--- config.mk ---
export PLATFORM = sky130hd
export DESIGN_NAME = execute_stage
export DESIGN_NICKNAME = d
export VERILOG_FILES = /design/src/rtl/ex_pkg.sv /design/src/rtl/execute_stage.sv /design/src/rtl/fpu.sv /design/src/rtl/alu.sv /design/src/rtl/operand_select.sv
export VERILOG_INCLUDE_DIRS = /design/src /design/src/rtl
export SDC_FILE = /design/constraint.sdc
export NUM_CORES = 1
export LEC_CHECK = 0
export BUFFER_PORTS_ARGS = -buffer_cell sky130_fd_sc_hd__buf_2
export CAP_MARGIN = 10
export CORE_AREA = 2 2 336 338
export CTS_BUF_LIST = sky130_fd_sc_hd__clkbuf_8
export CTS_CLUSTER_DIAMETER = 120
export DETAILED_ROUTE_END_ITERATION = 6
export DIE_AREA = 0 0 338 340
export HOLD_SLACK_MARGIN = 0.05
export PLACE_DENSITY_LB_ADDON = 0.15
export REMOVE_ABC_BUFFERS = 1
export SYNTH_ARGS = -nofsm -noshare
export SYNTH_HDL_FRONTEND = slang
export SYNTH_SLANG_ARGS = --single-unit
export TNS_END_PERCENT = 100
--- constraint.sdc ---
create_clock -name CLK -period 7.65 [get_ports CLK]
set_clock_uncertainty 0.1 [all_clocks]
set_input_delay 0.3825 -clock CLK [delete_from_list [all_inputs] [get_ports CLK]]
set_output_delay 0.3825 -clock CLK [all_outputs]
set_load 0.005 [all_outputs]
--- src/rtl/ex_params.svh ---
`ifndef EX_PARAMS_SVH
`define EX_PARAMS_SVH

// width of the instruction address carried through the stage.
`define EX_PC_WIDTH 8

`define EX_DATA_WIDTH 32

// worst case from fpu start to fpu done, in cycles.
`define EX_FPU_MAX_CYCLES 40

`endif
--- src/rtl/ex_pkg.sv ---
`include "ex_params.svh"

package ex_pkg;

	typedef enum logic [3:0] {
		alu_add = 4'd0,
		alu_sub = 4'd1,
		alu_and = 4'd2,
		alu_or = 4'd3,
		alu_xor = 4'd4,
		alu_nor = 4'd5,
		alu_slt = 4'd6,
		alu_sltu = 4'd7,
		alu_sll = 4'd8,
		alu_srl = 4'd9,
		alu_sra = 4'd10,
		alu_lui = 4'd11,
		alu_fmul = 4'd12,
		alu_fcvt_sw = 4'd13,
		alu_fcvt_ws = 4'd14
	} alu_op_e;

	typedef enum logic {op1_from_op1, op1_from_op2} op1_src_e; // op2 feeds shifts.

	typedef enum logic [1:0] {op2_from_reg, op2_from_sa, op2_from_simm, op2_from_zimm} op2_src_e;

	typedef enum logic [1:0] {dest_rd, dest_rt, dest_link} dest_sel_e;

	typedef struct packed {
		logic reg_write;
		logic [1:0] mem_to_reg;
		logic [1:0] branch; // 2'b11 means no branch.
		logic mem_write;
		logic mem_read;
		logic uart_to_reg;
		logic [25:0] inst_index;
	} ex_ctrl_t;

	typedef struct packed {
		alu_op_e alu_op;
		op1_src_e op1_src;
		op2_src_e op2_src;
		dest_sel_e dest_sel;
		logic is_float;
		logic [`EX_DATA_WIDTH-1:0] op1_reg;
		logic [`EX_DATA_WIDTH-1:0] op2_reg;
		logic [4:0] rt;
		logic [4:0] rd;
		logic [4:0] sa;
		logic [15:0] immediate;
		logic [`EX_PC_WIDTH-1:0] pc;
		logic [`EX_PC_WIDTH-1:0] pc1;
		ex_ctrl_t ctrl;
	} ex_req_t;

	typedef struct packed {
		logic [`EX_DATA_WIDTH-1:0] result;
		logic [`EX_DATA_WIDTH-1:0] store_data;
		logic [4:0] dest;
		logic [`EX_PC_WIDTH-1:0] branch_target;
		logic [`EX_PC_WIDTH-1:0] pc;
		logic [`EX_PC_WIDTH-1:0] pc1;
		ex_ctrl_t ctrl;
	} ex_resp_t;

endpackage

--- src/rtl/execute_stage.sv ---
`timescale 1ns/10ps
`include "ex_params.svh"

module execute_stage (
	input logic CLK,
	input logic reset,
	input logic in_valid,
	input ex_pkg::ex_req_t req,
	output logic busy,
	output logic out_valid,
	output ex_pkg::ex_resp_t resp
);
	import ex_pkg::*;

	typedef enum logic {st_idle, st_wait_fpu} stage_state_e;

	stage_state_e state;
	ex_req_t req_q;
	logic issue_int;
	logic accept;
	logic accept_float;
	logic result_ready;
	logic fpu_start;
	logic fpu_done;
	logic [`EX_DATA_WIDTH-1:0] fpu_result;
	logic [`EX_DATA_WIDTH-1:0] alu_result;
	logic [`EX_DATA_WIDTH-1:0] op1;
	logic [`EX_DATA_WIDTH-1:0] op2;
	logic [4:0] dest;
	alu_op_e alu_op_int;
	logic [`EX_PC_WIDTH-1:0] branch_target;

	assign busy = (state == st_wait_fpu);
	assign accept = in_valid && !busy;
	// loads and stores compute their address on the alu even when flagged float.
	assign accept_float = req.is_float && !(req.ctrl.mem_read || req.ctrl.mem_write);
	assign alu_op_int = req_q.is_float ? alu_add : req_q.alu_op;
	assign branch_target = req_q.pc + req_q.immediate[`EX_PC_WIDTH-1:0];
	assign result_ready = issue_int || (busy && fpu_done);

	operand_select u_operand_select (
		.req(req_q),
		.op1(op1),
		.op2(op2),
		.dest(dest)
	);

	alu u_alu (
		.op(alu_op_int),
		.a(op1),
		.b(op2),
		.result(alu_result)
	);

	fpu u_fpu (
		.CLK(CLK),
		.reset(reset),
		.start(fpu_start),
		.op(req_q.alu_op),
		.a(op1),
		.b(op2),
		.result(fpu_result),
		.done(fpu_done)
	);

	always_ff @(posedge CLK) begin
		if (accept)
			req_q <= req;
	end

	always_ff @(posedge CLK) begin
		if (reset) begin
			state <= st_idle;
			issue_int <= 1'b0;
			fpu_start <= 1'b0;
		end else begin
			issue_int <= accept && !accept_float;
			fpu_start <= accept && accept_float; // busy holds off a second accept so this stays a single pulse.
			case (state)
				st_idle:
					if (accept && accept_float)
						state <= st_wait_fpu;
				st_wait_fpu:
					if (fpu_done)
						state <= st_idle;
				default:
					state <= st_idle;
			endcase
		end
	end

	always_ff @(posedge CLK) begin
		if (reset) begin
			out_valid <= 1'b0;
			resp.ctrl <= '{branch: 2'b11, default: '0};
		end else begin
			out_valid <= result_ready;
			if (result_ready) begin
				resp.result <= issue_int ? alu_result : fpu_result;
				resp.store_data <= req_q.op2_reg;
				resp.dest <= dest;
				resp.branch_target <= branch_target;
				resp.pc <= req_q.pc;
				resp.pc1 <= req_q.pc1;
				resp.ctrl <= req_q.ctrl;
			end
		end
	end

	assert property (@(posedge CLK) disable iff (reset)
		accept |-> ##[2:(`EX_FPU_MAX_CYCLES + 2)] out_valid)
		else $error("accepted request never produced out_valid");

	assert property (@(posedge CLK) disable iff (reset) busy |-> in_valid && $stable(req))
		else $error("request changed while the stage was busy");

	assert property (@(posedge CLK) disable iff (reset) fpu_done |-> busy)
		else $error("fpu done arrived while the stage was not waiting for it");

endmodule

--- src/rtl/fpu.sv ---
`timescale 1ns/10ps
`include "ex_params.svh"

module fpu (
	input logic CLK,
	input logic reset,
	input logic start,
	input ex_pkg::alu_op_e op,
	input logic [`EX_DATA_WIDTH-1:0] a,
	input logic [`EX_DATA_WIDTH-1:0] b,
	output logic [`EX_DATA_WIDTH-1:0] result,
	output logic done
);
	import ex_pkg::*;

	typedef enum logic [1:0] {fpu_idle, fpu_multiply, fpu_normalize, fpu_finish} fpu_state_e;

	fpu_state_e state;
	alu_op_e op_q;
	logic sign_q;
	logic signed [9:0] exp_q; // unbiased for fcvt_ws, biased otherwise.
	logic [47:0] acc;
	logic [47:0] mcand;
	logic [23:0] mplier;
	logic [4:0] cnt;
	logic signed [9:0] mul_exp;
	logic [22:0] mul_mant;

	function automatic logic [31:0] pack_mul(input logic sign, input logic signed [9:0] exp,
			input logic [22:0] mant);
		if (exp <= 10'sd0)
			return {sign, 31'd0};
		else if (exp >= 10'sd255)
			return {sign, 8'hff, 23'd0};
		else
			return {sign, exp[7:0], mant};
	endfunction

	assign mul_exp = acc[47] ? exp_q + 10'sd1 : exp_q; // product of two 1.x lies in [1,4).
	assign mul_mant = acc[47] ? acc[46:24] : acc[45:23];

	always_ff @(posedge CLK) begin
		if (reset) begin
			state <= fpu_idle;
			done <= 1'b0;
		end else begin
			done <= 1'b0;
			case (state)
				fpu_idle: begin
					if (start) begin
						op_q <= op;
						sign_q <= a[31];
						state <= fpu_finish;
						done <= 1'b1;
						result <= '0;
						case (op)
							alu_fmul: begin
								sign_q <= a[31] ^ b[31];
								exp_q <= $signed({2'b00, a[30:23]}) + $signed({2'b00, b[30:23]}) - 10'sd127;
								acc <= '0;
								mcand <= {24'd0, 1'b1, a[22:0]};
								mplier <= {1'b1, b[22:0]};
								cnt <= 5'd23;
								if (a[30:23] == 8'd0 || b[30:23] == 8'd0) begin
									result <= {a[31] ^ b[31], 31'd0}; // denormals flush to zero.
								end else begin
									state <= fpu_multiply;
									done <= 1'b0;
								end
							end
							alu_fcvt_sw: begin
								acc <= {16'd0, a[31] ? -a : a};
								exp_q <= 10'sd158;
								if (a != '0) begin
									state <= fpu_normalize;
									done <= 1'b0;
								end
							end
							alu_fcvt_ws: begin
								acc <= {24'd0, 1'b1, a[22:0]};
								exp_q <= $signed({2'b00, a[30:23]}) - 10'sd127;
								if (a[30:23] > 8'd157) begin
									result <= a[31] ? 32'h8000_0000 : 32'h7fff_ffff;
								end else if (a[30:23] >= 8'd127) begin
									state <= fpu_normalize;
									done <= 1'b0;
								end
							end
							default: ;
						endcase
					end
				end
				fpu_multiply: begin
					if (mplier[0])
						acc <= acc + mcand;
					mcand <= mcand << 1;
					mplier <= mplier >> 1;
					cnt <= cnt - 5'd1;
					if (cnt == 5'd0)
						state <= fpu_normalize;
				end
				fpu_normalize: begin
					case (op_q)
						alu_fmul: begin
							result <= pack_mul(sign_q, mul_exp, mul_mant);
							state <= fpu_finish;
							done <= 1'b1;
						end
						alu_fcvt_sw: begin
							if (acc[31]) begin
								result <= {sign_q, exp_q[7:0], acc[30:8]}; // low bits drop.
								state <= fpu_finish;
								done <= 1'b1;
							end else begin
								acc <= acc << 1;
								exp_q <= exp_q - 10'sd1;
							end
						end
						default: begin
							if (exp_q == 10'sd23) begin
								result <= sign_q ? -acc[31:0] : acc[31:0];
								state <= fpu_finish;
								done <= 1'b1;
							end else if (exp_q < 10'sd23) begin
								acc <= acc >> 1;
								exp_q <= exp_q + 10'sd1;
							end else begin
								acc <= acc << 1;
								exp_q <= exp_q - 10'sd1;
							end
						end
					endcase
				end
				default:
					state <= fpu_idle;
			endcase
		end
	end

	assert property (@(posedge CLK) disable iff (reset) done |-> state != fpu_idle)
		else $error("fpu done raised while idle");

	assert property (@(posedge CLK) disable iff (reset) start |-> state == fpu_idle)
		else $error("fpu started while an operation is running");

	assert property (@(posedge CLK) disable iff (reset)
		start |-> ##[1:`EX_FPU_MAX_CYCLES] done)
		else $error("fpu latency exceeded its bound");

endmodule

--- src/rtl/alu.sv ---
`timescale 1ns/10ps
`include "ex_params.svh"

module alu (
	input ex_pkg::alu_op_e op,
	input logic [`EX_DATA_WIDTH-1:0] a,
	input logic [`EX_DATA_WIDTH-1:0] b,
	output logic [`EX_DATA_WIDTH-1:0] result
);
	import ex_pkg::*;

	logic [4:0] shamt;
	logic less_signed;
	logic less_unsigned;

	assign shamt = b[4:0];
	assign less_signed = $signed(a) < $signed(b);
	assign less_unsigned = a < b;

	always_comb begin
		case (op)
			alu_add:
				result = a + b;
			alu_sub:
				result = a - b;
			alu_and:
				result = a & b;
			alu_or:
				result = a | b;
			alu_xor:
				result = a ^ b;
			alu_nor:
				result = ~(a | b);
			alu_slt:
				result = {{(`EX_DATA_WIDTH-1){1'b0}}, less_signed};
			alu_sltu:
				result = {{(`EX_DATA_WIDTH-1){1'b0}}, less_unsigned};
			alu_sll:
				result = a << shamt;
			alu_srl:
				result = a >> shamt;
			alu_sra:
				result = $signed(a) >>> shamt; // sign bit fills from the left.
			alu_lui:
				result = {b[15:0], 16'd0};
			default:
				result = '0; // float opcodes are the fpu's job.
		endcase
	end

endmodule

--- src/rtl/operand_select.sv ---
`timescale 1ns/10ps
`include "ex_params.svh"

module operand_select (
	input ex_pkg::ex_req_t req,
	output logic [`EX_DATA_WIDTH-1:0] op1,
	output logic [`EX_DATA_WIDTH-1:0] op2,
	output logic [4:0] dest
);
	import ex_pkg::*;

	always_comb begin
		case (req.op1_src)
			op1_from_op2: op1 = req.op2_reg; // shifts take rt as the value.
			default: op1 = req.op1_reg;
		endcase
	end

	always_comb begin
		case (req.op2_src)
			op2_from_sa: op2 = {{(`EX_DATA_WIDTH-5){1'b0}}, req.sa};
			op2_from_simm: op2 = {{(`EX_DATA_WIDTH-16){req.immediate[15]}}, req.immediate};
			op2_from_zimm: op2 = {{(`EX_DATA_WIDTH-16){1'b0}}, req.immediate};
			default: op2 = req.op2_reg;
		endcase
	end

	always_comb begin
		case (req.dest_sel)
			dest_rt: dest = req.rt;
			dest_link: dest = 5'd31; // link register for jal.
			default: dest = req.rd;
		endcase
	end

endmodule

==> results of run 1 <==
==> worst min path at each step <==
stage | startpoint | end | slack (ns) | cells past startpoint
floorplan | req_q[34] | resp[34] | 0.30 | 0
global placement | req_q[37] | resp[37] | 0.30 | 0
detailed placement | req_q[38] | resp[38] | 0.30 | 0
CTS | req[36] | req_q[36] | 0.14 | 2
global route | req[36] | req_q[36] | 0.16 | 2
finish | req[37] | req_q[37] | 0.21 | 2
==> synth_stat cells (29+ instances only) <==
master	instances
mux2i_1	148
a21oi_1	303
dfxtp_1	41
inv_1	124
or3_1	30
clkbuf_1	204
o221ai_1	31
o21ai_0	253
o211ai_1	54
xor2_1	57
and2_1	40
nand3_1	68
edfxtp_1	420
a221oi_1	54
nand2_1	424
a31oi_1	53
ha_1	162
mux2_2	48
a22oi_1	31
nor2_1	256
nor3_1	96
xnor2_1	76
buf_1	29
o22ai_1	57
a21o_1	42
==> sequential cells by signal (all words and copies together) (netlist names) <==
| signal | flops |
|---|---|
| u_fpu.acc | 48 |
| resp | 127 |
| u_fpu.op_q | 4 |
| out_valid | 1 |
| u_fpu.mplier | 24 |
| u_fpu.exp_q | 10 |
| u_fpu.state | 2 |
| u_fpu.cnt | 5 |
| u_fpu.mcand | 48 |
| fpu_start | 1 |
| u_fpu.done | 1 |
| busy | 1 |
| req_q | 155 |
| issue_int | 1 |
| u_fpu.sign_q | 1 |
| u_fpu.result | 32 |
==> kinds of logic after synthesis <==
family,after synthesis,share of synthesized area (%)
mux,201,6.375
simple gates,1089,15.09
compound gates,1183,23.36
fa+ha+maj,166,6.371
flops,461,40.62
buf+inv,397,4.665
xor+xnor,133,3.522
==> critical path, stage by stage (launching register included) <==
cell and delay [ns]:
edfxtp_1 0.59, inv_1 0.49, nand2_1 0.10, o21ai_0 0.90
inv_1 0.17, ha_1 0.46, or4_1 0.58, or3_1 0.38
o221ai_1 0.34, a22o_1 0.26, a21oi_1 0.10, o211ai_1 0.24
and2_1 0.25, nand2b_1 0.14, a41oi_1 0.15, a221o_1 0.31
==> layout make-up <==
type                       instances  area [um^2]  share of cell area [%]
inverter                         139        521.8                   1.319
multi-input combinational       2772        18250                   46.13
timing repair buffer             527         3641                   9.204
sequential                       461        13430                   33.96
clock inverter                    72        498.0                   1.259
tap                             1500         1877                   4.744
clock buffer                      97         1335                   3.375
antenna                            2        5.005                 0.01265
==> power by group <==
part	total (W)	internal [W]	switching (W)
combinational	0.00311	0.00104	0.00208
sequential	0.00324	0.00303	0.000202
clock	0.00259	0.00136	0.00123
==> what timing repair did <==
action	4_1_cts	5_1_grt
buffers inserted	0	0
hold endpoints to repair	161	0
hold buffers	156	0
==> stage by stage <==
step	cell area (um^2)	std cells	util (%)	TNS, ns
6_report	39560	5570	35.46	0
2_1_floorplan	32050	3372	-	-65.44
3_3_place_gp	36160	5242	32.40	0
5_1_grt	39560	5569	35.45	0
3_5_place_dp	36160	5243	32.41	0
4_1_cts	39560	5568	35.45	0
==> cell usage in the layout (no fill, tap or decap), types with 27 or more instances in the layout <==
cell / count
o221ai_1: 31
a22oi_1: 31
xnor2_1: 76
mux2_2: 48
edfxtp_1: 420
buf_4: 83
nand2b_1: 27
clkbuf_8: 97
a21o_1: 42
o21a_1: 27
xor2_1: 57
inv_1: 144
nand2_1: 424
o21ai_0: 252
dlygate4sd3_1: 156
nand3_1: 68
or3_1: 30
a221oi_1: 54
ha_1: 160
buf_2: 287
dfxtp_1: 41
and2_1: 41
o211ai_1: 54
mux2i_1: 146
nor3_1: 94
o22ai_1: 57
a31oi_1: 53
a21oi_1: 300
nor2_1: 251
==> layer usage <==
layer	vias up	share of wire, %	global-route usage, %
li1	14411	-	-
met3	312	7.2	4.632
met2	1483	45	41.05
met4	4	4.0	9.602
met1	15790	44	35.78
met5	-	0.018	0
==> impl_metrics.yaml, run 1 <==
final_layout:
  drive_gt1_share_pct: 15.22
  area_growth_pct: 19.62
  fillCellCount: 11579
  fin_nets: 4316
timing:
  finalCriticalPeriod_ns: 5.820
  slew_viol_final: 0
  hold-worst-slack_ns: 0.2105
  setup_viol: 0
  worst_slew_pin_slew_ns: 1.171
  setup_ws_ns: 1.830
  hold_viol: 0
  fmax_mhz: 171.8
  period_share_pct: 76.08
  rsz0062_at_grt: "no"
  relSlewSlack_pct: 20.96
global_route:
  grt_pass1_wl_um: 221200
  grt_overflow_total: 0
  antenna_found_initial: 5
  track_usage_pct: 26.13
  first_global_vias: 31309
  grt_max_degree: 72
run_status:
  status: "finished, final reports clean"
yosys:
  yosysSeqAreaShare_pct: 40.62
  synth_edf_count: 420
  synth_area_leader_cell: "edfxtp_1"
  synth_seq_cells: 461
  synth-main-ff-cell: "edfxtp_1"
  synth_area_um2: 33070
  ys_warn_count: 0
  synthTopCellsByArea: "edfxtp_1 38%, ha_1 6.1%, nand2_1 4.8%, a21oi_1 4.6%, mux2i_1 4.5%"
  synthArstFlopShare_pct: 0
  yosysUniqueCellTypes: 93
  syn_area_per_cell_um2: 9.111
  yosys.area.top_type_share_pct: 38.13
  synthCells: 3630
setup_path:
  start_kind: "register"
  worstSetupEndpoint: "resp[95]"
  r2r-end: "resp[95]"
  cp.arrival_ns: 6.20
  worst-r2r-cell-count: 15
  crit_start: "req_q[149]"
  worstSetupEndpointType: "register"
  critical_path_class: "register to register"
  worstPathMaxFanout: 14
  rrSetupSlack_ns: 1.83
  worstPathRequired_ns: 8.03
  r2r-start: "req_q[149]"
pwr:
  vdd_drop_max_uv: 126.5
  finalPower_w: 0.008939
  powerDensity_nw_per_um2: 226.0
  p_leak_nw: 14.97
routing:
  drt_iter0_markers: 3551
  viasPerCell: 5.745
  via_count: 32000
  drt_wl_total_um: 153900
  wl_per_cell_um: 27.63
  ant_nets: 0
  firstDrtPassIters: 6
  drc_errors: 0
clock_network:
  max-clock-path-buffers: 3
  clockRootBuffer: "clkbuf_8"
  numCtsBuffers: 91
  htreeDepth: 3
  ctsResizeCount: 0
  cts_tree: "done"
  clk_latency_ns: 0.78
  clk_pin_slew_worst_paths_ns: 0.06
  cts_sinks: 461
floorplanning:
  die_x_um: 338
  io_pins: 287
  num_rows: 123
  initial_core_util_pct: 29.64
  core_area_um2: 111600
  die_h_um: 340
  dieArea_um2: 114900
placed_design:
  dp_slack_ns: 1.909
  dp_hpwl_um: 114400
  gp_congestion: 0.9978
  numPortBuffers: 286
job:
  drv_cap: 0
min_path:
  hold_path_class: "input port to register"
No activity file was read; power rests on OpenSTA's default activity.
==> inputs of run 2 (changes only) <==
Clock period 7.65 ns to 5.9 ns, I/O delays scaled along.
==> run 2 against run 1 <==
Effect of this change: global-route usage shrank 0.089 points; cell area grew 1.1%; flip-flop and latch count is the same; the run now ends with design-rule violations left; critical path depth shrank 1.
==> impl_metrics.yaml, run 2 (synthesis gave the netlist of run 1 again) <==
placed_design:
  dp_slack_ns: 0.5699
  numPortBuffers: 286
  dp_hpwl_um: 115700
  gp_congestion: 1.038
setup_path:
  worstSetupEndpointType: "register"
  cp_top_family: "compound AO/OA/AOI/OAI gates"
  worstPathMaxFanout: 16
  cpPeakStageDelay_ns: 0.64
  critical_path_class: "register to register"
  cp_num_buf_inv: 3
  rrSetupSlack_ns: 0.46
  worst-r2r-cell-count: 14
  crit_chain: "buf_4 > or2_2 > o22ai_1 > inv_1 > ha_1 > nor3_1 > nor3_1 > o31ai_1 > a211oi_1 > buf_4 > o31ai_2 > o2bb2ai_1 > mux2i_1 > or4_1"
  cp.arrival_ns: 5.82
  r2r-start: "req_q[148]"
  worstPathRequired_ns: 6.28
  start_kind: "register"
  critPathSlowestCell: "edfxtp_1"
  r2r-end: "resp[126]"
pwr:
  vdd_drop_max_uv: 160.9
  p_seq_share_pct: 36.4
  p_leak_nw: 15.29
  p_sw_w: 0.004505
  comb_power_share_pct: 35.5
  power_frac_clock_pct: 28.1
  finalPower_w: 0.01152
  p_sw_share_pct: 39.09
  p_int_w: 0.007020
  powerDensity_nw_per_um2: 288.3
floorplanning:
  dieArea_um2: 114900
  core_area_um2: 111600
  io_pins: 287
  initial_core_util_pct: 29.64
  die_x_um: 338
  num_rows: 123
  die_h_um: 340
routing:
  drc_errors: 5
  via_count: 32081
  drt_iter0_markers: 3391
  viasPerCell: 5.708
  firstDrtPassIters: 7
  ant_nets: 0
  drt_wl_total_um: 153200
  wl_per_cell_um: 27.26
clock_network:
  clk_pin_slew_worst_paths_ns: 0.07
  cts_sinks: 461
  clockRootBuffer: "clkbuf_8"
  htreeDepth: 3
  max-clock-path-buffers: 3
  numCtsBuffers: 89
  cts_tree: "done"
  clk_latency_ns: 0.79
  cts_setup_buffers: 0
timing:
  fin_setup_tns_ns: 0
  setup_viol: 0
  setup_ws_ns: 0.4610
  slew_viol_final: 0
  worst_slew_pin_slew_ns: 1.079
  hold-worst-slack_ns: 0.1105
  period_share_pct: 92.19
  relSlewSlack_pct: 27.30
  fmax_mhz: 183.9
  finalCriticalPeriod_ns: 5.439
  hold_viol: 0
  rsz0062_at_grt: "no"
final_layout:
  fin_nets: 4374
  utilization_pct: 35.83
  most-common-layout-cells: "424 x nand2_1, 420 x edfxtp_1, 300 x a21oi_1, 286 x buf_2, 252 x o21ai_0"
  seq_area_um2: 13430
  final_common_cell: "nand2_1"
  largestRegisters: "req_q x155, resp x127"
  multi_input_area_um2: 18250
  area_growth_pct: 20.88
  drive_gt1_share_pct: 16.22
  largest_register_ffs: 155
  top_register: "req_q"
  fillCellCount: 11668
min_path:
  hold_path_class: "input port to register"
  min_to: "req_q[152]"
  worst_hold_path.num_cells: 2
  worstHoldStart: "req[152]"
run_status:
  status: "complete, but fails checks"
  violations: "design-rule violations"
global_route:
  first_global_vias: 31645
  grt_pass1_wl_um: 220600
  grt_overflow_total: 0
  grt_max_degree: 119
  antenna_found_initial: 6
  track_usage_pct: 26.04
job:
  drv_cap: 0
## run 2: changes by cell type in the layout (fill, tap and decap cells not counted), moves of 4 or more
cell / change
buf_4: +55
inv_1: +5
buf_12: +4
clkinv_1: -6
clkinvlp_4: -7
## run 2: final cells by class
type | count | share of cell area, %
well taps | 1500 | 4.694
flip-flops and latches | 461 | 33.60
diodes | 1 | 0.006259
clock inverters | 64 | 1.073
repair buffers | 587 | 10.38
multi-input cells | 2772 | 45.64
inverters | 139 | 1.305
clock buffers | 96 | 3.305
## run 2: worst max path at each step
| stage | startpoint | to | cells past startpoint | slack [ns] |
|---|---|---|---|---|
| floorplan | busy | busy | 3 | -2.36 |
| global placement | req_q[148] | resp[126] | 13 | 0.60 |
| detailed placement | req_q[148] | resp[126] | 14 | 0.57 |
| CTS | req_q[148] | resp[126] | 14 | 0.57 |
| global route | req_q[148] | resp[126] | 13 | 0.18 |
| finish | req_q[148] | resp[126] | 14 | 0.46 |
## run 2: per-layer routing
layer / vias up / share of wire, % / routed length [um] / GRT usage (%)
li1: 14536 / - / - / -
met1: 15783 / 43 / 65900 / 35.16
met2: 1458 / 45 / 68690 / 40.84
met3: 300 / 7.7 / 11870 / 5.076
met4: 4 / 4.4 / 6735 / 10.28
met5: - / 0.022 / 34 / 0
## run 2: what timing repair did
action,CTS,global route
hold endpoints to repair,161,0
gates resized for setup,0,0
hold buffers,158,0
## run 2: stage by stage
stage | cells | cell area (um^2)
floorplan | 3372 | 32050
CTS | 5619 | 39980
detailed placement | 5301 | 36650
global route | 5620 | 39980
global placement | 5301 | 36650
finish | 5620 | 39980
## run 2: worst register-to-register path: stages, from the launching register on
cell and delay, ns:
edfxtp_1 0.64, buf_4 0.26, or2_2 0.47, o22ai_1 0.58, inv_1 0.15, ha_1 0.52
nor3_1 0.43, nor3_1 0.12, o31ai_1 0.36, a211oi_1 0.14, buf_4 0.19, o31ai_2 0.40
o2bb2ai_1 0.28, mux2i_1 0.14, or4_1 0.42
## run 2: power by group through the flow
stage	Combinational [W]	Clock (W)	Sequential, W
final	0.00410	0.00324	0.00419
after global routing	0.00437	0.00349	0.00421
after CTS	0.00400	0.00336	0.00418
after detailed placement	0.00390	0	0.00425
after global placement	0.00393	0	0.00425
after floorplan	0.00239	0	0.00417
